$ cat src/common/mac_timing_pkg.sv
`default_nettype none

package mac_timing_pkg;

    localparam int PREAMBLE_LEN  = 7;
    localparam int SFD_LEN       = 1;
    localparam int FCS_LEN       = 4;
    localparam int IFG_LEN       = 12;

    localparam int PAYLOAD_LEN_W = 11;
    localparam int FIFO_DEPTH    = 2048;
    localparam int FIFO_ADDR_W   = 11;
    localparam int FIFO_CNT_W    = 12;  // holds 0..FIFO_DEPTH.

    typedef enum logic [2:0] {
        IDLE,
        PREAMBLE,
        SFD,
        HEADER,
        DATA,
        FCS,
        GAP
    } tx_phase_e;

endpackage

`default_nettype wire

$ cat src/mac_tx/mac_tx_counter.sv
`timescale 1ns/1ps
`default_nettype none

module mac_tx_counter
    import mac_timing_pkg::*;
(
    input  wire logic                     clk_i,
    input  wire logic                     rst_i,
    input  wire logic                     load_i,
    input  wire logic [PAYLOAD_LEN_W-1:0] len_i,
    output logic                          last_o
);

    logic [PAYLOAD_LEN_W-1:0] cnt_q;  // cycles left in phase, incl. current.

    always_ff @(posedge clk_i) begin
        if (rst_i) begin
            cnt_q <= '0;
        end else if (load_i) begin
            cnt_q <= len_i;
        end else if (cnt_q != '0) begin
            cnt_q <= cnt_q - PAYLOAD_LEN_W'(1);
        end
    end

    assign last_o = (cnt_q == PAYLOAD_LEN_W'(1));

endmodule

`default_nettype wire

$ cat config.mk
export PLATFORM = sky130hd
export DESIGN_NAME = mac_tx_counter
export DESIGN_NICKNAME = d
export VERILOG_FILES = /design/src/common/mac_timing_pkg.sv /design/src/mac_tx/mac_tx_counter.sv
export SDC_FILE = /design/constraint.sdc
export NUM_CORES = 1
export LEC_CHECK = 0
export BUFFER_PORTS_ARGS = -buffer_cell sky130_fd_sc_hd__buf_2
export CAP_MARGIN = 20
export CORE_UTILIZATION = 40
export DETAILED_ROUTE_END_ITERATION = 7
export GPL_TIMING_DRIVEN = 0
export HOLD_SLACK_MARGIN = 0.12
export PLACE_DENSITY = 0.59
export RECOVER_POWER = 50
export SYNTH_ARGS = -nofsm -noshare
export SYNTH_HDL_FRONTEND = slang
export SYNTH_SLANG_ARGS = --single-unit
$ cat constraint.sdc
create_clock -name clk_i -period 1.68 [get_ports clk_i]
set_input_delay 0.168 -clock clk_i [delete_from_list [all_inputs] [get_ports clk_i]]
set_output_delay 0.168 -clock clk_i [all_outputs]
set_load 0.03 [all_outputs]
After elaboration in Yosys (flattened, before gate mapping)
Cells that the tools add are included.

Add/sub/neg operators: 1. Equality and inequality tests: 1. Mux-type cells: 2. Reduce and logical (&&, ||, !) cells: 2.

Operator list (number): $mux W11 (2); $eq A11 B1 Y1 const B (1); $reduce_bool A11 Y1 (1); $sub A11 B1 Y11 const B (1); $reduce_bool A2 Y1 (1).

Bits in registers: 11. Bits of input ports: 14. Logic and storage cells: 7.

Depth between registers and ports, before layout
Word-level depth: 3. Gate-level depth with buffers: 5. Gate-level depth less buffers: 5.

Worst setup path after synthesis
No wires, ideal clock.

Kind: register to output. Start: register cnt_q[6]. End: output port last_o. Arrival: 1.563 ns. Required time: 1.512 ns. Path slack: -0.051 ns. Cell stages (with the launch flop): 3. Path buffers: 0. Cell sequence: dfxtp_1 or4_1 nor3_1.

Longest elaborated chain between the ends: 1.

RTL lines: start: declaration (line mac_tx_counter.sv:14) `logic [PAYLOAD_LEN_W-1:0] cnt_q;`; start signal: assignment (line mac_tx_counter.sv:20) `cnt_q <= len_i;`; start signal: assignment (line mac_tx_counter.sv:22) `cnt_q <= cnt_q - PAYLOAD_LEN_W'(1);`; $eq A11 B1 Y1 (line mac_tx_counter.sv:26) `assign last_o = (cnt_q == PAYLOAD_LEN_W'(1));`; end: declaration (line mac_tx_counter.sv:11) `output logic last_o`.

Every way passes these cells.

Worst setup path in the final report
Same ends and word-level chain as after synthesis.

==> flow_summary.ini <==
[synth]
synth_seq_area_share_pct = 33.8
synthesis.nets = 93
syn_area_per_cell_um2 = 8.47
synthAdderAreaFrac_pct = 3.84
synth-compound-area-share_pct = 18.0
synthMuxAreaShare_pct = 0
synth_area_um2 = 652
yosys_warnings = 0
syn_inst = 77
yosysUniqueCellTypes = 28
synth_top_family_by_area = simple AND/OR/NAND/NOR gates
synth_xor_area_share_pct = 8.06
ys_ff_latch = 11
yosys.area_share.simple_pct = 31.7

[placement]
placed_area_um2 = 747
io_buffers = 14
hpwl_um = 995
place_congestion = 0.708

[sta]
fin_skew_ns = 0.00512
fmax_mhz = 612
drv_slew = 0
slew_headroom_pct = 65.5
hold_viol_final = 0
rsz0062_at_grt = true
worst_slew_pin_slew_ns = 0.518
setup_viol = 0
finalCriticalPeriod_ns = 1.64
fin_crit_sh_pct = 97.3
worst_hold_slack_ns = 0.130

[cts]
clock-sinks = 11
cts-buffers-inserted = 3
clockBufferDepth = 2
cts_tree = done
h-tree-depth = 1
cts-root-buf = clkbuf_4
clkTransAtPathRegs_ns = 0.08
clock_latency_ns = 0.28

[critical_path]
critPathKind = flop to output port
cp.arrival_ns = 1.47
worstPathCellList = or4_4, nor3_2, buf_4
max_stage_delay_ns = 0.55
start_kind = flop
crit_path_end_kind = output port
cp_data_required_time_ns = 1.51
cp_max_fo = 5
cp_slowest_cell = or4_4

[detailed_routing]
num_vias = 629
dr.pass1.iters = 4
drt_wl_total_um = 1440
wl_per_cell_um = 12.8
via_per_inst = 5.62
first_iter_violations = 6
route.detailed.drc = 0
ant_nets = 0

[power]
p_total_uw = 726
p_per_area_nw_per_um2 = 897
p_leak_uw = 0.000324
vdd_ir_drop_max_mv = 0.421

[floorplanning]
initial_core_util_pct = 43.3
die_x_um = 42.4
die_y_um = 42.4
die_area_um2 = 1800
core_um2 = 1510
core.rowCount = 14
ios = 15

[global_route]
antenna_found_initial = 0
grt_max_degree = 11
grt_pass1_vias = 594
grt_pass1_wl_um = 2500
track_usage_pct = 18.3
grt_overflow = 0

[cells_and_area]
antenna_cells = 0
stdcell_area_um2 = 810
drive_gt1_share_pct = 34.4
largest_register_ffs = 11
top_regs = cnt_q x11
largest_register = cnt_q
nets = 113
layout-area-overhead-vs-synth_pct = 24.2

[status]
outcome = finished clean

[job]
drv_cap = 0

[hold_path]
hold_path.class = input port to flop
power breakdown:
group,switching (µW),internal [µW],leakage (µW)
Combinational,100,99.9,0.000216
Sequential,37.1,292,0.0000929
Clock,105,92.4,0.0000150
Total,242,484,0.000324
cells in the mapped netlist (all sizes together):
library cell	number	share of area [%]
and4b	1	1.5
nand2	7	4.0
ha	2	3.8
a21o	1	1.2
nor3b	1	1.2
o211ai	3	5.0
nor3	3	2.3
clkbuf	3	1.7
nand3b	1	1.2
xor2	4	5.4
nor2	8	4.6
or3	1	0.96
xnor2	2	2.7
inv	5	2.9
nand4b	2	2.7
nand3	3	2.3
dfxtp	11	34
o32ai	2	2.7
a211oi	4	4.6
or2	1	0.96
or4	5	5.8
a221oi	1	1.3
a21oi	2	1.5
nor4	2	4.2
o21ai	1	0.77
a31oi	1	0.96
cell usage in the layout (no fill, tap or decap), types with 3 or more instances in the layout:
master	instances
nor2_1	8
clkbuf_1	4
nand2_1	7
buf_2	13
nand3_1	3
inv_1	5
dfxtp_2	5
or4_1	4
clkbuf_4	3
xor2_1	4
dfxtp_1	6
a211oi_1	4
layer usage:
layer  up-vias  global-route usage [%]  wire, µm
met4         0                    8.13        19
met1       287                    24.2       707
met5         -                       0         0
met3         3                    6.47        77
met2        17                    26.8       631
li1        322                       -         -
worst max-delay path, delay by kind of cell, from the launching register on:
family | cells | cell delay, ns
simple gates | 2 | 0.66
flops | 1 | 0.35
buf+inv | 1 | 0.17
through the flow:
stage / util (%) / TNS [ns] / setup slack [ns] / instances
after global routing: 53.7 / -0.0165 / -0.0165 / 112
after global placement: 49.6 / -0.0247 / -0.0247 / 107
after CTS: 52.5 / 0 / 0.0220 / 112
final: 53.7 / 0 / 0.0448 / 112
after floorplan: - / 0 / 0.175 / 77
after detailed placement: 49.6 / -0.0377 / -0.0337 / 107
area by class of cell:
class | count | area [µm²]
clock buffer | 4 | 26.3
multi-input combinational | 58 | 427
timing repair buffer | 15 | 80.1
inverter | 5 | 18.8
buffer | 3 | 11.3
fill | 156 | 697
tap | 16 | 20.0
sequential | 11 | 226
logic make-up (layout without fill, tap and decap cells):
| group | count (synthesis) | in the layout |
|---|---|---|
| and+or+nand+nor | 35 | 35 |
| AOI/OAI and AO/OA | 15 | 15 |
| DFF | 11 | 11 |
| buffers and inverters | 8 | 27 |
| xor gates and xnor gates | 6 | 6 |
| adders and majority gates | 2 | 2 |
worst paths after layout:
check	start	endpoint	slack, ns	cells after the start
worst max-delay path	cnt_q[6]	last_o	0.04	3
worst min-delay path	len_i[4]	cnt_q[4]	0.13	3
worst max register to register	cnt_q[5]	cnt_q[1]	0.12	4
worst min register to register	cnt_q[10]	cnt_q[10]	0.53	2
repair_timing:
action,4_1_cts,5_1_grt
resized for setup,5,6
pin swaps,2,1
setup buffers,1,0
hold buffers,0,0
endpoints found under the setup margin,4,5
No activity file was read; power rests on OpenSTA's default activity.
