<file path="src/common/eth_frame_pkg.sv">
`default_nettype none

package eth_frame_pkg;

    localparam logic [7:0]  PREAMBLE_BYTE  = 8'h55;
    localparam logic [7:0]  SFD_BYTE       = 8'hD5;
    localparam int          HEADER_BYTES   = 42;  // eth 14 + ipv4 20 + udp 8.

    localparam logic [15:0] ETHERTYPE_IPV4 = 16'h0800;
    localparam logic [7:0]  IP_VER_IHL     = 8'h45;
    localparam logic [7:0]  IP_TTL         = 8'd64;
    localparam logic [7:0]  IP_PROTO_UDP   = 8'd17;
    localparam logic [15:0] IP_FLAGS_DF    = 16'h4000;  // don't fragment.
    localparam int          IP_HDR_LEN     = 20;
    localparam int          UDP_HDR_LEN    = 8;

    localparam logic [31:0] CRC32_POLY     = 32'hEDB88320;  // reflected form.
    localparam logic [31:0] CRC32_INIT     = 32'hFFFF_FFFF;

    // fields in wire order, first byte on the wire in the msbs
    typedef struct packed {
        logic [47:0] dst_mac;
        logic [47:0] src_mac;
        logic [15:0] ethertype;
        logic [7:0]  ver_ihl;
        logic [7:0]  tos;
        logic [15:0] total_len;
        logic [15:0] ident;
        logic [15:0] flags_frag;
        logic [7:0]  ttl;
        logic [7:0]  proto;
        logic [15:0] hdr_csum;
        logic [31:0] src_ip;
        logic [31:0] dst_ip;
        logic [15:0] src_port;
        logic [15:0] dst_port;
        logic [15:0] udp_len;
        logic [15:0] udp_csum;
    } eth_hdr_fields_t;

    typedef logic [HEADER_BYTES-1:0][7:0] eth_hdr_bytes_t;  // byte 41 goes first.

    typedef union packed {
        eth_hdr_fields_t fields;
        eth_hdr_bytes_t  bytes;
    } eth_hdr_u;

endpackage

`default_nettype wire

</file>
<file path="src/common/mac_timing_pkg.sv">
`default_nettype none

package mac_timing_pkg;

    localparam int PREAMBLE_LEN  = 7;
    localparam int SFD_LEN       = 1;
    localparam int FCS_LEN       = 4;
    localparam int IFG_LEN       = 12;

    localparam int PAYLOAD_LEN_W = 11;
    localparam int FIFO_DEPTH    = 2048;
    localparam int FIFO_ADDR_W   = 11;
    localparam int FIFO_CNT_W    = 12;  // holds 0..FIFO_DEPTH.

    typedef enum logic [2:0] {
        IDLE,
        PREAMBLE,
        SFD,
        HEADER,
        DATA,
        FCS,
        GAP
    } tx_phase_e;

endpackage

`default_nettype wire

</file>
<file path="src/mac_tx/mac_tx_shifter.sv">
`timescale 1ns/1ps
`default_nettype none

module mac_tx_shifter
    import eth_frame_pkg::*;
    import mac_timing_pkg::*;
(
    input  wire logic        clk_i,
    input  wire logic        rst_i,
    input  wire tx_phase_e   phase_i,
    input  wire eth_hdr_u    header_i,
    input  wire logic [7:0]  fifo_data_i,
    input  wire logic [31:0] crc_i,
    output logic             crc_en_o,
    output logic             crc_clr_o,
    output logic [7:0]       byte_o,
    output logic             tx_en_o,
    output logic [7:0]       tx_d_o
);

    eth_hdr_u    hdr_sr;
    logic [23:0] fcs_sr;  // remaining fcs bytes.
    tx_phase_e   phase_q;
    logic        fcs_first;
    logic        tx_valid;

    assign fcs_first = (phase_i == FCS) && (phase_q != FCS);

    always_comb begin
        byte_o    = 8'h00;
        tx_valid  = 1'b1;
        crc_en_o  = 1'b0;
        crc_clr_o = 1'b0;
        case (phase_i)
            IDLE: begin
                tx_valid  = 1'b0;
                crc_clr_o = 1'b1;
            end
            PREAMBLE: byte_o = PREAMBLE_BYTE;
            SFD:      byte_o = SFD_BYTE;
            HEADER: begin
                byte_o   = hdr_sr.bytes[HEADER_BYTES-1];
                crc_en_o = 1'b1;
            end
            DATA: begin
                byte_o   = fifo_data_i;
                crc_en_o = 1'b1;
            end
            FCS:      byte_o = fcs_first ? crc_i[7:0] : fcs_sr[7:0];  // low byte first.
            default:  tx_valid = 1'b0;
        endcase
    end

    always_ff @(posedge clk_i) begin
        if (phase_i == SFD) begin
            hdr_sr <= header_i;  // loaded just before HEADER.
        end else if (phase_i == HEADER) begin
            hdr_sr.bytes <= {hdr_sr.bytes[HEADER_BYTES-2:0], 8'h00};
        end
        if (fcs_first) begin
            fcs_sr <= crc_i[31:8];
        end else if (phase_i == FCS) begin
            fcs_sr <= {8'h00, fcs_sr[23:8]};
        end
    end

    always_ff @(posedge clk_i) begin
        if (rst_i) begin
            phase_q <= IDLE;
            tx_en_o <= 1'b0;
            tx_d_o  <= 8'h00;
        end else begin
            phase_q <= phase_i;
            tx_en_o <= tx_valid;
            tx_d_o  <= byte_o;
        end
    end

endmodule

`default_nettype wire

</file>
<file path="config.mk">
export PLATFORM = sky130hd
export DESIGN_NAME = mac_tx_shifter
export DESIGN_NICKNAME = d
export VERILOG_FILES = /design/src/common/eth_frame_pkg.sv /design/src/common/mac_timing_pkg.sv /design/src/mac_tx/mac_tx_shifter.sv
export SDC_FILE = /design/constraint.sdc
export NUM_CORES = 1
export LEC_CHECK = 0
export ABC_AREA = 1
export BUFFER_PORTS_ARGS = -buffer_cell sky130_fd_sc_hd__buf_2
export CORE_MARGIN = 2
export CORE_UTILIZATION = 24
export CTS_CLUSTER_SIZE = 28
export DETAILED_ROUTE_END_ITERATION = 7
export GPL_TIMING_DRIVEN = 0
export PLACE_DENSITY = 0.53
export SYNTH_ARGS = -nofsm -noshare
export SYNTH_HDL_FRONTEND = slang
export SYNTH_SLANG_ARGS = --single-unit
</file>
<file path="constraint.sdc">
create_clock -name clk_i -period 13.85 [get_ports clk_i]
set_clock_uncertainty 0.15 [all_clocks]
set_input_delay 2.0775 -clock clk_i [delete_from_list [all_inputs] [get_ports clk_i]]
set_output_delay 2.0775 -clock clk_i [all_outputs]
set_load 0.01 [all_outputs]
</file>
Word level (Yosys, flattened, before mapping)
Index checks and enable logic that the tools add are counted.
- register bits: 372
- equal/unequal tests: 6
- mux-type cells: 9
- reduce and logical (&&, ||, !) cells: 6
- operators by type and width (kind ; count):
    $mux 336 ; 2
    $mux 24 ; 2
    $pmux 8 s5 ; 1
    $mux 8 ; 1
    $eq 3x2->1 const B ; 2
    $eq 3x3->1 const B ; 2
    $reduce_or 5->1 ; 1
    $reduce_bool 2->1 ; 2
    $eq 3x1->1 const B ; 1
    $logic_not 3->1 ; 1
    $mux 1 ; 3
    $ne 3x3->1 const B ; 1
    $reduce_or 2->1 ; 1
    $logic_and 1x1->1 ; 1

Depth between registers and ports, before layout
- word-level depth: 4
- gate-level depth with buffers: 9
- depth with buffers taken out: 7

Least setup slack after synthesis
OpenSTA, ideal clock, no wires.
- path type: input port to flip-flop
- from: in phase_i[2]
- to: reg hdr_sr[0] (netlist name) (enable)
- data arrival time: 9916 ps
- required time: 12956 ps
- setup slack: 3040 ps
- stages on the path: 2
- path buffers: 0
- cell sequence: inv_2 > ha_1
- cells in the longest elaborated chain, start to end: 2
- elaborated cells on any way between the ends: 3
- ends and longest elaborated chain (element ; line ; source):
    start: declaration ; mac_tx_shifter.sv:10 ; input wire tx_phase_e phase_i,
    $eq 3x2->1 (on tied branches) ; mac_tx_shifter.sv:55, mac_tx_shifter.sv:57 ;
    $reduce_bool 2->1 (no line) * ; -- ;
    end signal: assignment ; mac_tx_shifter.sv:56 ; hdr_sr <= header_i;
    end: declaration ; mac_tx_shifter.sv:21 ; eth_hdr_u hdr_sr;
Mark *: on every way between the ends. The rest lies on a longest branch, timed or not.
A chain may end at the register's enable or synchronous reset.

Worst setup path after layout
- from: in phase_i[1]
- to: out byte_o[6]
- cells in the longest elaborated chain, start to end: 4
- elaborated cells on any way between the ends: 8
- ends and longest elaborated chain (element ; line ; source):
    $eq 3x3->1 ; mac_tx_shifter.sv:27, mac_tx_shifter.sv:34 ;
    $logic_and 1x1->1 ; mac_tx_shifter.sv:27 ; assign fcs_first = (phase_i == FCS) && (phase_q != FCS);
    $mux 8 ; mac_tx_shifter.sv:49 ; FCS: byte_o = fcs_first ? crc_i[7:0] : fcs_sr[7:0];
    $pmux 8 s5 * ; mac_tx_shifter.sv:34 ; case (phase_i)
    end: declaration ; mac_tx_shifter.sv:16 ; output logic [7:0] byte_o,
Marks and branches as above.

==> run_results.csv <==
group,metric,value,unit
run_status,status,"finished, final reports clean",
timing,final.setup.tns,0,ps
floorplanning,start_util,24.3,%
synthesis,netlist_area,17100,µm²
synthesis,syn_inst,931,
place,portBuffers,398,
final_layout,fin_util,31.2,%
worst_setup_path,cpPeakStageDelay,260,ps
worst_setup_path,cpMaxStageDelayCell,"nand3_4",
timing,tightest_slew,660,ps
cts,htree_levels,2,
routing,first_iter_violations,556,
timing,post-route-period-util,41.6,%
hold_path,hold_class,"register to register",
worst_setup_path,cp-start-kind,"input pin",
floorplanning,dieArea,73200,µm²
synthesis,yosysMostFrequentCell,"edfxtp_1",
floorplanning,core-area,70100,µm²
synthesis,yosys_most_used_dff,"edfxtp_1",
routing,first_pass_iters,4,
timing,hold_viol_final,0,
worst_setup_path,crit_type,"input pin to primary output",
final_layout,final_cells,2370,
cts,postCtsResizedCells,0,
synthesis,synth_fp_nets,1313,
timing,fmax,0.174,GHz
cts,post_cts_buffers,0,
floorplanning,die_w,271,µm
place,dp.cells,2275,
routing,vias,9554,
cts,cts_made_buffers,47,
worst_setup_path,crit_chain,"buf_2 > buf_4 > nand3_4 > buf_6 > nand2_1 > inv_1 > nand3_1 > nor2_1 > nor2_1 > buf_2",
cts,path_clk_slew,50,ps
grt,grt_overflow,0,
grt,grt_max_degree,66,
place,gp_congestion,0.868,
synthesis,synth_edf_count,360,
cts,cts_tree,"yes",
timing,slew_headroom,56.0,%
grt,antenna_found_initial,41,
worst_setup_path,worst-path-buf-inv,5,
synthesis,synth.largest_area_cell,"edfxtp_1",
final_layout,area_delta_synth_final,28.2,%
floorplanning,chipHeight,271,µm
final_layout,drive_gt1_share,57.6,%
timing,finalSetupViolCount,0,
routing,ant_nets,0,
power_and_ir_drop,powerDensity,124,nW/µm²
synthesis,ys_top_cells_by_count,"edfxtp_1 (360), mux2_4 (279), nand2_1 (52)",
synthesis,ys_types,23,
grt,grt_pass1_vias,10300,
cts,insertion_delay,560,ps
synthesis,synth.area.top_cells,"edfxtp_1 (63%), mux2_4 (25%), buf_6 (2.3%)",
worst_setup_path,arrival,3530,ps
worst_setup_path,worstPathRequired,11620,ps
cts,ctsHoldBuffers,0,
worst_setup_path,endpoint_kind,"primary output",
grt,globalRouteTotalUtil,11.9,%
floorplanning,ios,400,
worst_setup_path,reg2reg_slack,12060,ps
flow_run,maxCapViolations,0,
synthesis,syn_avg_cell_area,18.3,µm²
cts,cts_num_sinks,372,
timing,slew_violations,0,
floorplanning,rows,97,
cts,clockBufferDepth,3,
synthesis,synth-async-reset-ratio,0,%
timing,rsz0062_at_grt,"false",
place,post-dp-hpwl,33000,µm
worst_setup_path,crit_family,"buffers and inverters",
power_and_ir_drop,worst_ir_drop_vdd,0.0000936,V
synthesis,ys_ff_latch,372,
routing,drcViolationCount,0,
routing,wire_per_inst,18.8,µm
routing,wirelength,44600,µm
grt,grt_pass1_wl,65400,µm
cts,cts_root_buffer,"clkbuf_16",
final_layout,nets,1766,
synthesis,synth.yosys.seq_area_share,64.8,%
synthesis,yosys.area.top_type_share,63.4,%
synthesis,yosys_warnings,0,
timing,fin_crit,5760,ps
worst_setup_path,crit_fanout,10,
power_and_ir_drop,power.static_leakage,9.40,nW
routing,viasPerCell,4.03,
[final timing paths]
| path | to | startpoint | cells past startpoint |
|---|---|---|---|
| worst max-delay path | byte_o[6] | phase_i[1] | 10 |
| worst min-delay path | fcs_sr[8] | fcs_sr[16] | 2 |
| worst max register to register | fcs_sr[14] | phase_q[1] | 7 |
| worst min register to register | fcs_sr[8] | fcs_sr[16] | 2 |
[per-stage QoR]
stage,power (mW),setup WS (ps),instance area (µm²),hold slack (ps)
finish,2.71,8090,21900,358
global route,2.82,7930,21800,383
CTS,2.76,8060,21800,359
detailed placement,1.58,8070,20400,347
global placement,1.59,-984,20200,346
floorplan,1.48,3040,17100,337
[area by class of cell]
class | instances | area (µm²)
Inverter | 33 | 124
Fill cell | 7071 | 48300
Antenna cell | 9 | 22.5
Clock inverter | 29 | 171
Sequential cell | 372 | 11100
Buffer | 47 | 458
Clock buffer | 57 | 1280
Tap cell | 940 | 1180
Multi-Input combinational cell | 479 | 5430
Timing Repair Buffer | 404 | 2150
[layer usage]
metal  GRT usage, %  up-vias  share of wire (%)
met3           5.51      116                 10
li1               -     4454                  -
met1           14.3     4552                 41
met5              0        -               0.75
met4           3.01       56                2.2
met2           19.2      376                 46
[layout by cell type, fill, tap and decap left out, drive strengths merged]
| cell type | synthesis | layout |
|---|---|---|
| ha | 1 | 1 |
| nand2 | 52 | 52 |
| nor2 | 42 | 42 |
| clkinvlp | 0 | 2 |
| nor3 | 1 | 1 |
| mux2 | 328 | 328 |
| inv | 33 | 35 |
| buf | 44 | 448 |
| nand3b | 3 | 3 |
| edfxtp | 360 | 360 |
| clkinv | 0 | 24 |
| bufinv | 0 | 1 |
| clkbuf | 3 | 60 |
| diode | 0 | 9 |
| nand3 | 39 | 39 |
| nand4 | 4 | 4 |
| dfxtp | 12 | 12 |
| o21ai | 3 | 3 |
| a21oi | 6 | 6 |
[where the power goes]
| group | switching (mW) | total (mW) | internal, mW | leakage (nW) |
|---|---|---|---|---|
| logic | 0.0987 | 0.238 | 0.139 | 5.21 |
| registers | 0.0161 | 1.31 | 1.29 | 3.48 |
| clock network | 0.486 | 1.16 | 0.672 | 0.715 |
| total | 0.601 | 2.71 | 2.11 | 9.40 |
[cell families after synthesis]
| kind of cell | Yosys count | synth area share [%] |
|---|---|---|
| simple gates | 141 | 3.64 |
| buf+inv | 80 | 3.41 |
| compound gates | 9 | 0.264 |
| flops | 372 | 64.8 |
| fa+ha+maj | 1 | 0.0734 |
| mux | 328 | 27.8 |
[state kept, by name (all words and copies together) (netlist names)]
name     count
tx_d_o       8
hdr_sr     336
fcs_sr      24
phase_q      3
tx_en_o      1
[worst register-to-register path: cells and delay by family, from the launching register on]
kind                   cells  cell delay [ps]
buffers and inverters      3              640
AND/OR/NAND/NOR            4              450
flip-flops                 1              310
Note: power is estimated with default switching activity, not from simulation.
