**src/common/eth_frame_pkg.sv**
```systemverilog
`default_nettype none

package eth_frame_pkg;

    localparam logic [7:0]  PREAMBLE_BYTE  = 8'h55;
    localparam logic [7:0]  SFD_BYTE       = 8'hD5;
    localparam int          HEADER_BYTES   = 42;  // eth 14 + ipv4 20 + udp 8.

    localparam logic [15:0] ETHERTYPE_IPV4 = 16'h0800;
    localparam logic [7:0]  IP_VER_IHL     = 8'h45;
    localparam logic [7:0]  IP_TTL         = 8'd64;
    localparam logic [7:0]  IP_PROTO_UDP   = 8'd17;
    localparam logic [15:0] IP_FLAGS_DF    = 16'h4000;  // don't fragment.
    localparam int          IP_HDR_LEN     = 20;
    localparam int          UDP_HDR_LEN    = 8;

    localparam logic [31:0] CRC32_POLY     = 32'hEDB88320;  // reflected form.
    localparam logic [31:0] CRC32_INIT     = 32'hFFFF_FFFF;

    // fields in wire order, first byte on the wire in the msbs
    typedef struct packed {
        logic [47:0] dst_mac;
        logic [47:0] src_mac;
        logic [15:0] ethertype;
        logic [7:0]  ver_ihl;
        logic [7:0]  tos;
        logic [15:0] total_len;
        logic [15:0] ident;
        logic [15:0] flags_frag;
        logic [7:0]  ttl;
        logic [7:0]  proto;
        logic [15:0] hdr_csum;
        logic [31:0] src_ip;
        logic [31:0] dst_ip;
        logic [15:0] src_port;
        logic [15:0] dst_port;
        logic [15:0] udp_len;
        logic [15:0] udp_csum;
    } eth_hdr_fields_t;

    typedef logic [HEADER_BYTES-1:0][7:0] eth_hdr_bytes_t;  // byte 41 goes first.

    typedef union packed {
        eth_hdr_fields_t fields;
        eth_hdr_bytes_t  bytes;
    } eth_hdr_u;

endpackage

`default_nettype wire

```
**src/hdl/crc32_gen.sv**
```systemverilog
`timescale 1ns/1ps
`default_nettype none

module crc32_gen
    import eth_frame_pkg::*;
(
    input  wire logic       clk_i,
    input  wire logic       rst_i,
    input  wire logic       clr_i,
    input  wire logic       en_i,
    input  wire logic [7:0] data_i,
    output logic [31:0]     crc_o
);

    logic [31:0] crc_q;

    // one byte, lsb first through the reflected polynomial
    function automatic logic [31:0] crc_byte(input logic [31:0] crc, input logic [7:0] data);
        logic [31:0] c;
        c = crc;
        for (int i = 0; i < 8; i++) begin
            if (c[0] ^ data[i]) begin
                c = (c >> 1) ^ CRC32_POLY;
            end else begin
                c = c >> 1;
            end
        end
        return c;
    endfunction

    always_ff @(posedge clk_i) begin
        if (rst_i || clr_i) begin
            crc_q <= CRC32_INIT;
        end else if (en_i) begin
            crc_q <= crc_byte(crc_q, data_i);
        end
    end

    assign crc_o = ~crc_q;

endmodule

`default_nettype wire

```
**config.mk**
```make
export PLATFORM = sky130hd
export DESIGN_NAME = crc32_gen
export DESIGN_NICKNAME = d
export VERILOG_FILES = /design/src/common/eth_frame_pkg.sv /design/src/hdl/crc32_gen.sv
export SDC_FILE = /design/constraint.sdc
export NUM_CORES = 1
export LEC_CHECK = 0
export BUFFER_PORTS_ARGS = -buffer_cell sky130_fd_sc_hd__buf_4
export CORE_ASPECT_RATIO = 1.25
export CORE_MARGIN = 2
export CORE_UTILIZATION = 45
export CTS_CLUSTER_SIZE = 30
export DETAILED_ROUTE_END_ITERATION = 8
export GPL_ROUTABILITY_DRIVEN = 0
export PLACE_DENSITY = 0.72
export SLEW_MARGIN = 30
export SYNTH_ARGS = -nofsm -noshare
export SYNTH_HDL_FRONTEND = slang
export SYNTH_SLANG_ARGS = --single-unit
```
**constraint.sdc**
```tcl
create_clock -name clk_i -period 4.4 [get_ports clk_i]
set_input_delay 0.88 -clock clk_i [delete_from_list [all_inputs] [get_ports clk_i]]
set_output_delay 0.88 -clock clk_i [all_outputs]
set_load 0.005 [all_outputs]
```
### Word level (Yosys, flattened, before mapping)

Index checks and enable logic that the tools add are counted.

* output and inout bits: 32
* flip-flop bits (word level): 32

* bitwise operators: 17
* multiplexer cells: 22
* reductions and logical operators: 1

Operator list (number)
* $mux 32: 22
* $not 13->14: 8
* $not 32->32: 1
* $xor 1x1->1: 8
* $logic_or 1x1->1: 1

### Depth between registers and ports, before layout

Gate-level depths: netlist (run 1).

* word-level depth: 30
* depth in mapped cells: 5

### Worst setup path before layout (run 1)

Ideal clock, no wire load.

* path kind: input -> register
* start point: in data_i[6]
* end point: reg crc_q[25]
* arrival: 2.170 ns
* setup time: 0.135 ns
* buffers on the path: 0
* cell stages on the path: 5
* setup slack: 2.095 ns
* cells stage by stage: xnor2_2 xnor3_2 xnor3_1 nand2_1 o211ai_2

* cells in the longest elaborated chain, start to end: 5

RTL lines
* start, declared: RTL line crc32_gen.sv:11 `input wire logic [7:0] data_i,`
* $xor 1x1->1: RTL line crc32_gen.sv:22 `if (c[0] ^ data[i]) begin`
* $mux 32: RTL line crc32_gen.sv:22
* $mux 32: RTL line crc32_gen.sv:34 `end else if (en_i) begin`
* $mux 32: RTL line crc32_gen.sv:32 `if (rst_i || clr_i) begin`
* $mux 32: RTL line crc32_gen.sv:22
* end signal, assigned: RTL line crc32_gen.sv:35 `crc_q <= crc_byte(crc_q, data_i);`
* end, declared: RTL line crc32_gen.sv:15 `logic [31:0] crc_q;`

No other way between the ends. The select of a mux whose other input is x is not followed.
A chain may end at the register's enable or synchronous reset.

### Final worst setup path (run 1)

Ends and elaborated chain as after synthesis.

==> flow_summary.ini, run 1 <==
[detailed_routing]
drt_iter0_drc = 65
vias_per_cell = 4.67
wire_per_inst_microns = 12.6
ant_nets = 0
route.detailed.drc = 0
totalWireLength_microns = 3880
firstDrtPassIters = 4
num_vias = 1444

[power_and_ir_drop]
power.density_nw_per_um2 = 404
vdd_drop_max_mv = 0.182
power_leakage_nw = 1.23
p_total_uw = 978

[setup_path]
required_ns = 4.54
worst-setup-path-type = in -> reg
path_buf_inv = 1
worst_setup_path_end_kind = flip-flop
cp_top_family = XOR/XNOR gates
crit_chain = buf_4 -> xnor2_2 -> xnor3_2 -> xnor3_1 -> nand2_1 -> o211ai_2
cp.arrival_ns = 2.42
crit_slowest_cell = xnor3_2
slowest_delay_ns = 0.49
worst_setup_path_start_kind = input port
cp_max_fo = 6

[final_layout]
diodes = 0
finalNetCount = 265
layout_commonest_cell = xnor2_1
syn_to_final_growth_pct = 22.7
finish.instance_area_sq_um = 2420
fillCellCount = 391
fin_util_pct = 58.1
final_cell_mix = xnor2_1, buf_4, inv_1, nand2_1, dfxtp_1
largest_reg_flops = 32
top_register = crc_q
largestRegisters = crc_q x32
drive_gt1_share_pct = 27.7

[synth]
synth_top_area_share_pct = 32.5
synthFlopType = dfxtp_1
yosysWarnings = 0
yosys-top-cells-area = dfxtp_1, xnor2_1, o211ai_1
synth-async-reset-ratio_pct = 0
synth.ff_latch_count = 32
synth_area_per_cell_sq_um = 9.35
synth_top_area_cell = dfxtp_1
synth.yosys.seq_area_share_pct = 32.5
ys_types = 24
syn-cell-area_sq_um = 1970
syn-instance-count = 211
synth_nets = 223
synth-edff-count = 0

[clock_tree]
hold_buffers = 0
cts_tree = yes
clock-sinks = 32
path_clk_slew_ns = 0.06
cts_setup_buffers = 0
htreeDepth = 2
cts.repair.resized = 0
cts_buffer_depth = 2
cts_made_buffers = 5
clkLatencyLatePin_ns = 0.28
clockRootBuffer = clkbuf_8

[sta]
fmax_mhz = 438
tightestPinTransition_ns = 0.654
worst_clock_skew_ns = 0.00509
hold_violations = 0
rsz0062_at_grt = false
slew_headroom_pct = 56.3
fin_crit_ns = 2.28
setup_ws_ns = 2.12
fin_crit_sh_pct = 51.9
finalSetupTns_ns = 0
setup_viol = 0
slew_viol_final = 0

[floorplan]
num_rows = 26
die_h_microns = 78.0
fp.dieW_microns = 63.2
initial_core_util_pct = 47.4
die_area_sq_um = 4930
coreArea_sq_um = 4160
pin_count = 44

[place]
io_buffers = 43
post_dp_cell_area_sq_um = 2320
place_ws_ns = 1.83
post-dp-hpwl_microns = 2880

[outcome]
status = finished clean

[run]
cap_violations = 0

[global_routing]
grt_pass1_vias = 1416
antenna_found_initial = 0
grt-ovfl-total = 0
grt_pass1_wl_microns = 6740
grt_max_degree = 48
grt.total_usage_pct = 17.5

[min_path]
hp-class = reg -> reg
stage by stage:
step	instances	hold WS (ns)
floorplan	211	0.444
global route	309	0.518
global placement	302	0.461
finish	309	0.494
detailed placement	302	0.482
CTS	309	0.498
cells in the mapped netlist, types with 2 or more instances:
master    instances
a21o_1            2
inv_1            32
clkbuf_1          6
o21ai_0           6
o211ai_1         23
nand2_1          32
nor2_1            3
xor2_1            4
a211o_1           2
xnor2_1          46
dfxtp_1          32
xor2_2            2
xnor2_2           9
xor2_4            2
layout make-up:
class / count / area, sq um / share of cell area [%]
Tap cell: 56 / 70.1 / 2.89
Multi-Input combinational cell: 137 / 1160 / 47.9
Clock buffer: 7 / 96.3 / 3.98
Timing Repair Buffer: 44 / 330 / 13.6
Inverter: 33 / 124 / 5.12
Sequential cell: 32 / 641 / 26.5
final timing paths:
kind,startpoint,end,slack [ns],depth (start not counted)
worst min register to register,crc_q[10],crc_q[10],0.49,2
worst min-delay path,crc_q[10],crc_q[10],0.49,2
worst max-delay path,data_i[6],crc_q[25],2.12,6
worst max register to register,crc_q[0],crc_q[25],2.40,5
worst min-delay path, delay by kind of cell, from the launching register on:
family	cells	cell delay [ns]
DFF	1	0.33
AOI/OAI and AO/OA	1	0.07
and+or+nand+nor	1	0.06
cell families after synthesis:
| logic type | Yosys count | synth area share, % |
|---|---|---|
| XOR/XNOR | 67 | 39.1 |
| flip-flops | 32 | 32.5 |
| AO/OA/AOI/OAI | 34 | 12.6 |
| AND/OR/NAND/NOR | 36 | 6.98 |
| buffers and inverters | 42 | 8.88 |
per-layer routing:
| metal | global-route usage (%) | routed length [microns] | vias up |
|---|---|---|---|
| met3 | 4.58 | 197 | 7 |
| met2 | 28.8 | 1910 | 34 |
| met4 | 7.17 | 81 | 0 |
| li1 | - | - | 738 |
| met1 | 21.8 | 1690 | 665 |
| met5 | 0 | 0 | - |
report_power, final:
group | internal, mW | leakage, nW | switching, mW | total (mW)
clock | 0.139 | 0.0503 | 0.104 | 0.243
combinational | 0.212 | 0.918 | 0.194 | 0.405
sequential | 0.312 | 0.263 | 0.0174 | 0.329
total | 0.663 | 1.23 | 0.315 | 0.978
(Power assumes the default switching activity.)
==> inputs of run 2 (changes only) <==
==> constraint.sdc (replaced) <==
create_clock -name clk_i -period 2.4 [get_ports clk_i]
set_input_delay 0.48 -clock clk_i [delete_from_list [all_inputs] [get_ports clk_i]]
set_output_delay 0.48 -clock clk_i [all_outputs]
set_load 0.005 [all_outputs]
==> run 2 against run 1 <==
Worst hold slack worse by 0.017 ns. Via count rose by 0.76%. Die area unchanged. First-iteration DRC count unchanged. Critical endpoint unchanged. Largest cell class unchanged. Largest power group unchanged.
==> flow_summary.ini, run 2 (synthesis gave the netlist of run 1 again) <==
[sta]
hold_violations = 0
slew_viol_final = 0
tightestPinTransition_ns = 0.441
setup_ws_ns = 0.482
hold_slack_ns = 0.476
fin_crit_ns = 1.92
rsz0062_at_grt = false
setup_viol = 0
slew_headroom_pct = 70.4
worst_clock_skew_ns = 0.00385
fin_crit_sh_pct = 79.9
fmax_mhz = 521
finalSetupTns_ns = 0

[global_routing]
grt.total_usage_pct = 17.2
grt-ovfl-total = 0
antenna_found_initial = 0
grt_max_degree = 48
grt_pass1_wl_microns = 6620
grt_pass1_vias = 1427

[detailed_routing]
drt_iter0_drc = 65
firstDrtPassIters = 4
vias_per_cell = 4.60
num_vias = 1455
wire_per_inst_microns = 12.5
route.detailed.drc = 0
ant_nets = 0
totalWireLength_microns = 3940

[final_layout]
diodes = 0
syn_to_final_growth_pct = 24.8
top_register = crc_q
finish.instance_area_sq_um = 2460
largest_reg_flops = 32
drive_gt1_share_pct = 29.6
finalNetCount = 271
final_cell_mix = buf_4, xnor2_1, inv_1, nand2_1, dfxtp_1
layout_commonest_cell = buf_4
largestRegisters = crc_q x32

[setup_path]
reg2regPathDepth = 5
r2r_start = crc_q[0]
cp_max_fo = 6
r2r-end = crc_q[25]
required_ns = 2.56
worst-setup-path-type = reg -> reg
cp.arrival_ns = 2.08
worst_setup_path_start_kind = flip-flop
worst_setup_path_end_kind = flip-flop
ff2ff_setup_slack_ns = 0.48

[clock_tree]
htreeDepth = 2
clockRootBuffer = clkbuf_8
cts.repair.resized = 0
path_clk_slew_ns = 0.07
hold_buffers = 0
cts_setup_buffers = 0
cts_buffer_depth = 2
clock-sinks = 32
cts_tree = yes
cts_made_buffers = 5
clkLatencyLatePin_ns = 0.28

[outcome]
status = finished clean

[power_and_ir_drop]
p_total_mw = 1.79
vdd_drop_max_mv = 0.370
power_leakage_nw = 1.26
power.density_nw_per_um2 = 727

[min_path]
holdPathStages = 2
holdPathEnd = crc_q[11]
min_from = crc_q[11]
hp-class = reg -> reg

[floorplan]
fp.dieW_microns = 63.2
initial_core_util_pct = 47.4
pin_count = 44
coreArea_sq_um = 4160
die_area_sq_um = 4930
die_h_microns = 78.0
num_rows = 26

[place]
post-dp-hpwl_microns = 2940
place_ws_ns = 0.337
io_buffers = 43
post_dp_cell_area_sq_um = 2370

[run]
cap_violations = 0
run 2: critical path: stages, from the launching register on:
cell and delay [ns]:
dfxtp_1 0.44, xor2_4 0.32, xnor3_2 0.53, xnor3_1 0.34, nand2_1 0.09, o211ai_2 0.07
run 2: through the flow:
| step | util (%) | std cells |
|---|---|---|
| after floorplan | - | 211 |
| final | 59.1 | 316 |
| after detailed placement | 56.9 | 308 |
| after CTS | 59.1 | 316 |
| after global placement | 56.9 | 308 |
| after global routing | 59.1 | 316 |
run 2: worst max path at each step:
stage / slack, ns / cells after the start / from / to
after floorplan: 0.50 / 5 / data_i[6] / crc_q[25]
after global placement: 0.35 / 6 / data_i[0] / crc_q[25]
after detailed placement: 0.34 / 6 / data_i[0] / crc_q[25]
after CTS: 0.48 / 5 / crc_q[0] / crc_q[25]
after global routing: 0.39 / 5 / crc_q[0] / crc_q[25]
final: 0.48 / 5 / crc_q[0] / crc_q[25]
run 2: area by class of cell:
cell class                 count  area, sq um
clock buffer                   6         82.6
clock inverter                 2         10.0
fill                         405         1700
inverter                      33          124
multi-input combinational    137         1160
sequential                    32          641
tap                           56         70.1
timing repair buffer          50          375
run 2: per-layer routing:
metal / wire (microns) / up-vias / GRT usage, % / part of all wire, %
met5: 0 / - / 0 / 0
met4: 61 / 0 / 5.87 / 1.5
met3: 174 / 7 / 4.15 / 4.4
met2: 1980 / 37 / 30.5 / 50
met1: 1730 / 659 / 20.3 / 44
li1: - / 752 / - / -
run 2: report_power, final:
part           total (mW)  switching [mW]  internal (mW)  leakage, nW
Sequential          0.603          0.0311          0.572        0.263
Clock               0.422           0.194          0.228       0.0510
Combinational       0.766           0.358          0.408        0.947
