$ cat src/common/eth_frame_pkg.sv
`default_nettype none

package eth_frame_pkg;

    localparam logic [7:0]  PREAMBLE_BYTE  = 8'h55;
    localparam logic [7:0]  SFD_BYTE       = 8'hD5;
    localparam int          HEADER_BYTES   = 42;  // eth 14 + ipv4 20 + udp 8.

    localparam logic [15:0] ETHERTYPE_IPV4 = 16'h0800;
    localparam logic [7:0]  IP_VER_IHL     = 8'h45;
    localparam logic [7:0]  IP_TTL         = 8'd64;
    localparam logic [7:0]  IP_PROTO_UDP   = 8'd17;
    localparam logic [15:0] IP_FLAGS_DF    = 16'h4000;  // don't fragment.
    localparam int          IP_HDR_LEN     = 20;
    localparam int          UDP_HDR_LEN    = 8;

    localparam logic [31:0] CRC32_POLY     = 32'hEDB88320;  // reflected form.
    localparam logic [31:0] CRC32_INIT     = 32'hFFFF_FFFF;

    // fields in wire order, first byte on the wire in the msbs
    typedef struct packed {
        logic [47:0] dst_mac;
        logic [47:0] src_mac;
        logic [15:0] ethertype;
        logic [7:0]  ver_ihl;
        logic [7:0]  tos;
        logic [15:0] total_len;
        logic [15:0] ident;
        logic [15:0] flags_frag;
        logic [7:0]  ttl;
        logic [7:0]  proto;
        logic [15:0] hdr_csum;
        logic [31:0] src_ip;
        logic [31:0] dst_ip;
        logic [15:0] src_port;
        logic [15:0] dst_port;
        logic [15:0] udp_len;
        logic [15:0] udp_csum;
    } eth_hdr_fields_t;

    typedef logic [HEADER_BYTES-1:0][7:0] eth_hdr_bytes_t;  // byte 41 goes first.

    typedef union packed {
        eth_hdr_fields_t fields;
        eth_hdr_bytes_t  bytes;
    } eth_hdr_u;

endpackage

`default_nettype wire

$ cat src/common/mac_timing_pkg.sv
`default_nettype none

package mac_timing_pkg;

    localparam int PREAMBLE_LEN  = 7;
    localparam int SFD_LEN       = 1;
    localparam int FCS_LEN       = 4;
    localparam int IFG_LEN       = 12;

    localparam int PAYLOAD_LEN_W = 11;
    localparam int FIFO_DEPTH    = 2048;
    localparam int FIFO_ADDR_W   = 11;
    localparam int FIFO_CNT_W    = 12;  // holds 0..FIFO_DEPTH.

    typedef enum logic [2:0] {
        IDLE,
        PREAMBLE,
        SFD,
        HEADER,
        DATA,
        FCS,
        GAP
    } tx_phase_e;

endpackage

`default_nettype wire

$ cat src/mac_tx/mac_tx_fsm.sv
`timescale 1ns/1ps
`default_nettype none

module mac_tx_fsm
    import eth_frame_pkg::*;
    import mac_timing_pkg::*;
(
    input  wire logic                     clk_i,
    input  wire logic                     rst_i,
    input  wire logic [FIFO_CNT_W-1:0]    fifo_count_i,
    input  wire logic [PAYLOAD_LEN_W-1:0] payload_bytes_i,
    input  wire logic                     last_i,
    output tx_phase_e                     phase_o,
    output logic                          frame_start_o,
    output logic                          cnt_load_o,
    output logic [PAYLOAD_LEN_W-1:0]      cnt_len_o,
    output logic                          fifo_rd_o
);

    tx_phase_e                phase_q;
    tx_phase_e                phase_next;
    logic [PAYLOAD_LEN_W-1:0] payload_len_q;

    // start once a whole payload sits in the fifo
    assign frame_start_o = (phase_q == IDLE) &&
                           (fifo_count_i >= FIFO_CNT_W'(payload_bytes_i));
    assign fifo_rd_o     = (phase_q == DATA);
    assign phase_o       = phase_q;

    always_comb begin
        phase_next = phase_q;
        cnt_load_o = 1'b0;
        cnt_len_o  = '0;
        case (phase_q)
            IDLE: begin
                if (frame_start_o) begin
                    phase_next = PREAMBLE;
                    cnt_load_o = 1'b1;
                    cnt_len_o  = PAYLOAD_LEN_W'(PREAMBLE_LEN);
                end
            end
            PREAMBLE: begin
                if (last_i) begin
                    phase_next = SFD;
                    cnt_load_o = 1'b1;
                    cnt_len_o  = PAYLOAD_LEN_W'(SFD_LEN);
                end
            end
            SFD: begin
                if (last_i) begin
                    phase_next = HEADER;
                    cnt_load_o = 1'b1;
                    cnt_len_o  = PAYLOAD_LEN_W'(HEADER_BYTES);
                end
            end
            HEADER: begin
                if (last_i) begin
                    phase_next = DATA;
                    cnt_load_o = 1'b1;
                    cnt_len_o  = payload_len_q;  // length seen at frame start.
                end
            end
            DATA: begin
                if (last_i) begin
                    phase_next = FCS;
                    cnt_load_o = 1'b1;
                    cnt_len_o  = PAYLOAD_LEN_W'(FCS_LEN);
                end
            end
            FCS: begin
                if (last_i) begin
                    phase_next = GAP;
                    cnt_load_o = 1'b1;
                    cnt_len_o  = PAYLOAD_LEN_W'(IFG_LEN);
                end
            end
            GAP: begin
                if (last_i) begin
                    phase_next = IDLE;
                end
            end
            default: phase_next = IDLE;
        endcase
    end

    always_ff @(posedge clk_i) begin
        if (rst_i) begin
            phase_q <= IDLE;
        end else begin
            phase_q <= phase_next;
        end
    end

    always_ff @(posedge clk_i) begin
        if (frame_start_o) begin
            payload_len_q <= payload_bytes_i;
        end
    end

endmodule

`default_nettype wire

$ cat config.mk
export PLATFORM = sky130hd
export DESIGN_NAME = mac_tx_fsm
export DESIGN_NICKNAME = d
export VERILOG_FILES = /design/src/common/eth_frame_pkg.sv /design/src/common/mac_timing_pkg.sv /design/src/mac_tx/mac_tx_fsm.sv
export SDC_FILE = /design/constraint.sdc
export NUM_CORES = 1
export LEC_CHECK = 0
export ABC_AREA = 1
export BUFFER_PORTS_ARGS = -buffer_cell sky130_fd_sc_hd__buf_4
export CAP_MARGIN = 0
export CORE_ASPECT_RATIO = 0.9
export CORE_UTILIZATION = 40
export DETAILED_ROUTE_END_ITERATION = 8
export GPL_TIMING_DRIVEN = 0
export PLACE_DENSITY = 0.69
export SKIP_LAST_GASP = 1
export SLEW_MARGIN = 20
export SYNTH_ARGS = -nofsm -noshare
export SYNTH_HDL_FRONTEND = slang
export SYNTH_SLANG_ARGS = --single-unit
$ cat constraint.sdc
create_clock -name clk_i -period 3.4 [get_ports clk_i]
set_input_delay 0.17 -clock clk_i [delete_from_list [all_inputs] [get_ports clk_i]]
set_output_delay 0.17 -clock clk_i [all_outputs]
set_load 0.02 [all_outputs]
## Yosys cells after proc, flatten, opt, wreduce, memory -nomap -nowiden

Index checks and enable logic that the tools add are counted.

| cells by class | value |
|---|---|
| $lt $le $gt $ge | 1 |
| equal/unequal tests | 13 |
| mux-type cells | 18 |
| reduce and logical (&&, ||, !) cells | 4 |

Operators with widths:

| cell | count |
|---|---|
| $pmux 11 s6 | 1 |
| $mux 3 | 9 |
| $pmux 3 s7 | 1 |
| $ne 2x2->1 const B | 7 |
| $ge 12x11->1 | 1 |
| $mux 11 | 1 |
| $eq 3x3->1 const B | 3 |
| $reduce_and 7->1 | 1 |
| $eq 3x2->1 const B | 2 |
| $mux 6 | 1 |
| $reduce_or 5->1 | 1 |
| $mux 4 | 1 |
| $eq 3x1->1 const B | 1 |
| $logic_not 3->1 | 1 |
| $mux 1 | 3 |
| $pmux 1 s2 | 1 |
| $logic_and 1x1->1 | 1 |

| storage, ports and cells | value |
|---|---|
| register bits after elaboration | 14 |
| input bits | 26 |
| output and inout bits | 17 |
| logic and storage cells | 38 |

## Depth between registers and ports, before layout

Gate-level depths: netlist of the first run.

| depth | value |
|---|---|
| depth after elaboration | 4 |
| gate-level depth with buffers | 13 |
| gate-level depth less buffers | 13 |

## Worst setup path before layout of the first run

No wires, ideal clock.

| timing | value |
|---|---|
| kind | input to register |
| start point | in payload_bytes_i[10] |
| end point | reg payload_len_q[0], enable pin |
| setup time | 368 ps |
| data arrival time | 1,375 ps |
| required time | 3,032 ps |
| setup slack | 1,657 ps |
| stages on the path | 10 |
| buffers on the path | 0 |
| cell sequence | inv_1 > ha_1 > inv_1 > nor2_2 > nand3b_1 > nor2_1 > nand2_1 > nand2_2 > nand2_4 > inv_1 |

| between the ends | value |
|---|---|
| longest elaborated chain between the ends | 2 |

Ends and longest elaborated chain:

| what | line | RTL |
|---|---|---|
| start: declaration | mac_tx_fsm.sv:11 | `input wire logic [PAYLOAD_LEN_W-1:0] payload_bytes_i,` |
| $ge 12x11->1 | mac_tx_fsm.sv:26 | `(fifo_count_i >= FIFO_CNT_W'(payload_bytes_i));` |
| $logic_and 1x1->1 | mac_tx_fsm.sv:25 | `assign frame_start_o = (phase_q == IDLE) &&` |
| via frame_start_o | mac_tx_fsm.sv:14 | `output logic frame_start_o,` |
| end signal: assignment | mac_tx_fsm.sv:96 | `payload_len_q <= payload_bytes_i;` |
| end: declaration | mac_tx_fsm.sv:22 | `logic [PAYLOAD_LEN_W-1:0] payload_len_q;` |

The timed path passes the listed nets, and every way through them passes these cells.
A chain may end at the register's enable or synchronous reset.

## Worst setup path in the final report of the first run

| timing | value |
|---|---|
| start point | in payload_bytes_i[10] |
| end point | out frame_start_o |

| between the ends | value |
|---|---|
| longest elaborated chain between the ends | 2 |

Ends and longest elaborated chain:

| what | line |
|---|---|
| $ge 12x11->1 | mac_tx_fsm.sv:26 |
| $logic_and 1x1->1 | mac_tx_fsm.sv:25 |
| end: declaration | mac_tx_fsm.sv:14 |

No other way between the ends.

==> metrics, run 1 <==
Pwr Density=659 mW/mm^2; Worst Setup SP=payload_bytes_i[10]; antenna violations before repair=0; RR Endpoint=payload_len_q[2]; HPWL after DPL=about 1.7 mm; Max Fclk=about 500 MHz; chip height=approximately 50 um; Synth warnings=0; mux cell area share after synthesis=0%; Synth Net Count=174; Hold Crit Depth=1; Netlist cell types=21; pin count of the biggest net entering global routing=13; I/O pin count=43; Mapped Cells=137; Post-Syn Area per Cell=7.41 um^2; Post-Layout Cell Count=around 210; max cap viols=0; final hold viol count=0; Post-Route WL=just over 2 mm; CP max FO=12; post-CTS resize count=0; Initial Util=44.5%; Synth Area in Compound Gates=7.77%; FF-to-FF path depth=5; WP data required=3.23 ns; CP Capture Type=output pin; R2R setup slack=1.86 ns; Final ANT Viol Nets=0; Clock Tree Buf Depth=2; Crit path arrival time=1.80 ns; mean routed wirelength per cell=9.90 um; setup violators final=0; final non-filler cell area=roughly 0.0014 mm^2; most frequent cells in the layout=buf_4 (41), nand2_1 (33), inv_1 (30); Mapped Area=0.00101 mm^2; main combinational cell family by area after synthesis=simple AND/OR/NAND/NOR gates; worst slack at placement=roughly 1.4 ns; Setup TNS=0 ns; Clock Skews=0.00669 ns; Die Area=0.00274 mm^2; Final GP Congestion=slightly above 0.8; CTS Sinks=14; Nets=220; Slew @ Worst Pin=about 0.45 ns; max-slew violation count=0; Crit Path Category=in -> out; Min-Delay Endpoint=payload_len_q[1]; Final min period=around 2.0 ns; post-synthesis adder-cell area fraction=~14%; Hold Path Origin=payload_bytes_i[1]; layout cells sized above 1=26.9%; post-CTS setup buffers=0; status=completed; H-tree depth=1; RSZ-0062 raised after global routing=no; Reg clk slew, reported paths=roughly 0.090 ns; vias in the first global route=924; core footprint=0.00228 mm^2; total power draw=just over 900 uW; clock root buffer=clkbuf_4; final setup margin=1.43 ns; DRT iter0 DRCs=8; commonest non-fill, non-tap cell in the layout=buf_4; Max VDD drop=around 0.5 mV; Tcrit/Tclk final=between 50 and 60%; share of the synthesized area in the top cell type=32.6%; Initial DRT Pass Iterations=3; Antenna Cells=0; largest cells by area after synthesis=edfxtp_1 (33%), ha_1 (14%), nand2_1 (12%), inv_1 (11%), nor2_1 (8.1%); CTS tree=built; simple-gate share of the synthesized area=roughly 29%; via count=980; Slew headroom=70.3%; Worst setup SP type=input port; #FFs+latches synth=14; Clk Latency, worst-skew pair=0.27 ns; CTS Buf Count=3; placed inst area=0.00136 mm^2; DIE WIDTH=between 50 and 60 um; LEAKAGE=0.763 nW; first-pass GRT wire length=between 3 and 4 mm; vias per cell=between 4 and 5; residual DRC count=0; hold buffers post-CTS=0; IO Port Bufs=41; Hold Crit Class=in -> reg; worst reg2reg startpoint=phase_o[2]; Layout area overhead=36.3%; global route overflow=0; placed insts=205; # rows=16; xor and xnor area share after synthesis=0%; GRT Util Overall=16.7%; top cell type by total area after synthesis=edfxtp_1; sequential share of the synthesized area=38.5%
-- routing by layer --
| layer | global-route usage, % | wire (um) | vias to the layer above |
|---|---|---|---|
| met4 | 5.00 | 17 | 0 |
| met3 | 3.09 | 69 | 2 |
| met5 | 0 | 0 | - |
| met2 | 28.7 | 1010 | 21 |
| met1 | 20.4 | 974 | 431 |
| li1 | - | - | 526 |
-- cells in the mapped netlist, drive strengths merged --
library cell	count
inv	30
nor3	1
dfxtp	3
buf	1
nand2	35
nand3b	1
o21ai	3
edfxtp	11
nand3	6
o211ai	1
a211oi	1
o31ai	2
a21oi	5
nor2	23
nand4	2
a311oi	1
ha	11
-- how the worst max path moves through the flow --
stage | to | slack [ns]
final | frame_start_o | 1.43
after global routing | frame_start_o | 1.28
after CTS | frame_start_o | 1.42
after detailed placement | frame_start_o | 1.43
after global placement | frame_start_o | 1.43
after floorplan | payload_len_q[0] | 1.66
-- sequential cells by signal, indices dropped and copies added, names as in the netlist --
name and count:
payload_len_q 11, phase_o 3
-- critical path, cell delays in order --
cell and delay (ns):
buf_4 0.08, inv_1 0.03, ha_1 0.31, inv_1 0.06
nor2_2 0.09, nand3b_1 0.10, nor2_1 0.10, nand2_1 0.09
nand2_2 0.10, nand2_4 0.09, inv_1 0.35, buf_4 0.23
-- per-stage QoR --
stage	hold WS (ns)	utilization, %
final	0.0766	60.6
after floorplan	0.269	-
after detailed placement	0.359	59.4
after CTS	0.0704	60.6
after global placement	0.359	59.4
after global routing	0.0655	60.6
-- layout make-up --
type	count	area, um^2
clock buffer	3	22.5
inverter	30	113
multi-input combinational	92	507
buffer	1	5.00
tap	27	33.8
clock inverter	1	3.75
timing repair buffer	41	308
fill	227	900
sequential	14	390
-- power breakdown --
group / switching (mW) / internal (mW) / leakage [nW] / total, mW
clock: 0.0514 / 0.0424 / 0.0154 / 0.0938
combinational: 0.322 / 0.197 / 0.618 / 0.519
sequential: 0.0383 / 0.261 / 0.129 / 0.299
total: 0.411 / 0.500 / 0.763 / 0.911
-- cell families (layout without fill, tap and decap cells) --
logic type,after synthesis,after routing
and+or+nand+nor,68,68
adders and majority gates,11,11
buffers and inverters,31,76
DFF,14,14
AOI/OAI and AO/OA,13,13
(Power assumes the default switching activity.)
==> inputs of run 2 (changes only) <==
--- a/config.mk
+++ b/config.mk
@@ -12,7 +12,7 @@
 export CORE_UTILIZATION = 40
 export DETAILED_ROUTE_END_ITERATION = 8
 export GPL_TIMING_DRIVEN = 0
-export PLACE_DENSITY = 0.69
+export PLACE_DENSITY = 0.71
 export SKIP_LAST_GASP = 1
 export SLEW_MARGIN = 20
 export SYNTH_ARGS = -nofsm -noshare
==> constraint.sdc (replaced) <==
create_clock -name clk_i -period 1.7 [get_ports clk_i]
set_input_delay 0.085 -clock clk_i [delete_from_list [all_inputs] [get_ports clk_i]]
set_output_delay 0.085 -clock clk_i [all_outputs]
set_load 0.02 [all_outputs]
==> metrics, run 2 (synthesis results as in run 1) <==
Tcrit/Tclk final=94.1%; Final GP Congestion=0.784 (-4.0%); Hold Crit Class=in -> reg; vias per cell=4.82 (+2.8%); RSZ-0062 raised after global routing=yes; max cap viols=0 (unchanged); # rows=16 (unchanged); CP max FO=8 (-4); core footprint=0.00228 mm^2 (unchanged); Antenna Cells=0 (unchanged); Crit Path Category=reg -> out; crit path cell chain=inv_2 > nand2_1 > nor2_4 > inv_2 > nor2_1 > nand2_1 > o21ai_0 > buf_4; CTS Buf Count=3 (unchanged); Nets=232 (+5.5%); WHS=0.0509 ns (-0.0257 ns); Worst setup SP type=register; Clock Tree Buf Depth=2 (unchanged); first-pass GRT wire length=3.82 mm (+12%); layout cells sized above 1=29.9% (+3.0 points); Post-Route WL=2.47 mm (+19%); largest reg by FF count=payload_len_q; HPWL after DPL=1.85 mm (+6.1%); DIE WIDTH=55.1 um (unchanged); clock root buffer=clkbuf_4; Max Fclk=roughly 630 MHz; Max VDD drop=0.957 mV (+93%); final hold viol count=0 (unchanged); number of flip-flops in the largest register=11 (unchanged); commonest non-fill, non-tap cell in the layout=buf_4; CP Capture Type=output pin; Initial DRT Pass Iterations=5 (+2); H-tree depth=1 (unchanged); vias in the first global route=982 (+6.3%); residual DRC count=0 (unchanged); setup violators final=0 (unchanged); Crit path arrival time=1.51 ns (-0.29 ns); mean routed wirelength per cell=11.2 um (+13%); Clk Latency, worst-skew pair=0.28 ns (about the same); GRT Util Overall=19.3% (+2.6 points); I/O pin count=43 (unchanged); via count=1065 (+8.7%); WP data required=1.62 ns (-1.61 ns); max-slew violation count=0 (unchanged); Die Area=0.00274 mm^2 (unchanged); Layout area overhead=49.8%; CTS tree=built; total power draw=1.94 mW (+110%); LEAKAGE=0.808 nW (+5.9%); global route overflow=0 (unchanged); Final ANT Viol Nets=0 (unchanged); Slew @ Worst Pin=0.235 ns (-0.210 ns); Pwr Density=1270 mW/mm^2 (+93%); Final min period=~1.6 ns; status=completed; Slew headroom=84.2% (+14 points); R2R setup slack=0.30 ns (-1.56 ns); Reg clk slew, reported paths=0.08 ns (about the same); chip height=49.8 um (unchanged); Clock Skews=0.00398 ns (-0.00271 ns); DRT iter0 DRCs=24 (+16); Slowest-stage cell, CP=dfxtp_2; most frequent cells in the layout=buf_4 (42), nand2_1 (33), inv_1 (27); antenna violations before repair=0 (unchanged); Initial Util=44.5% (unchanged); CP max stage delay=0.35 ns (about the same); pin count of the biggest net entering global routing=12 (-1); IO Port Bufs=41 (unchanged); CTS Sinks=14 (unchanged)
==> run 2: changes by cell type in the layout (fill, tap and decap cells not counted), sizes merged <==
cell,previous run,this run
buf,42,43
dlygate4sd3,0,11
inv,30,29
clkinvlp,0,1
==> run 2: power by group <==
| part | leakage (nW) | switching (mW) | internal, mW |
|---|---|---|---|
| logic | 0.662 | 0.695 | 0.439 |
| clock network | 0.0154 | 0.106 | 0.0851 |
| registers | 0.131 | 0.0779 | 0.533 |
| total | 0.808 | 0.879 | 1.06 |
==> run 2: through the flow <==
stage               instance area, um^2  setup TNS (ns)  std cells  util (%)  setup slack, ns
detailed placement                 1360           -1.82        205      59.4           -0.156
floorplan                          1010               0        137         -           0.0421
CTS                                1500               0        220      65.6           0.0226
global placement                   1360           -1.84        205      59.4           -0.158
finish                             1520               0        221      66.6            0.100
global route                       1520        -0.00999        221      66.6         -0.00999
==> run 2: worst max-delay path, delay by kind of cell (launching register included) <==
| family | cells | cell delay, ns |
|---|---|---|
| AO/OA/AOI/OAI | 1 | 0.10 |
| buffers and inverters | 3 | 0.36 |
| flip-flops | 1 | 0.35 |
| AND/OR/NAND/NOR | 4 | 0.43 |
==> run 2: path summary, 6_finish.rpt <==
kind / start / to / cells past startpoint
min: rst_i / phase_o[0] / 4
max reg2reg: phase_o[1] / payload_len_q[0] / 6
max: phase_o[2] / cnt_len_o[5] / 8
min reg2reg: phase_o[0] / phase_o[0] / 3
==> run 2: metal layers <==
metal	share of wire, %	GRT usage (%)
met5	0	0
met4	0.61	7.08
met3	5.6	4.01
met2	52	33.9
met1	42	21.9
==> run 2: what timing repair did <==
action,in CTS,in global routing
hold endpoints to repair,10,1
cloned,0,0
pin swaps,0,0
hold buffers,10,1
resized for setup,4,6
buffers inserted,1,0
setup endpoints to repair,4,6
==> run 2: layout make-up <==
type                       count  area (um^2)
buffer                         1         5.00
clock buffer                   3         22.5
tap                           27         33.8
sequential                    14          397
clock inverter                 1         3.75
multi-input combinational     92          517
timing repair buffer          53          425
inverter                      30          116
fill                         207          762
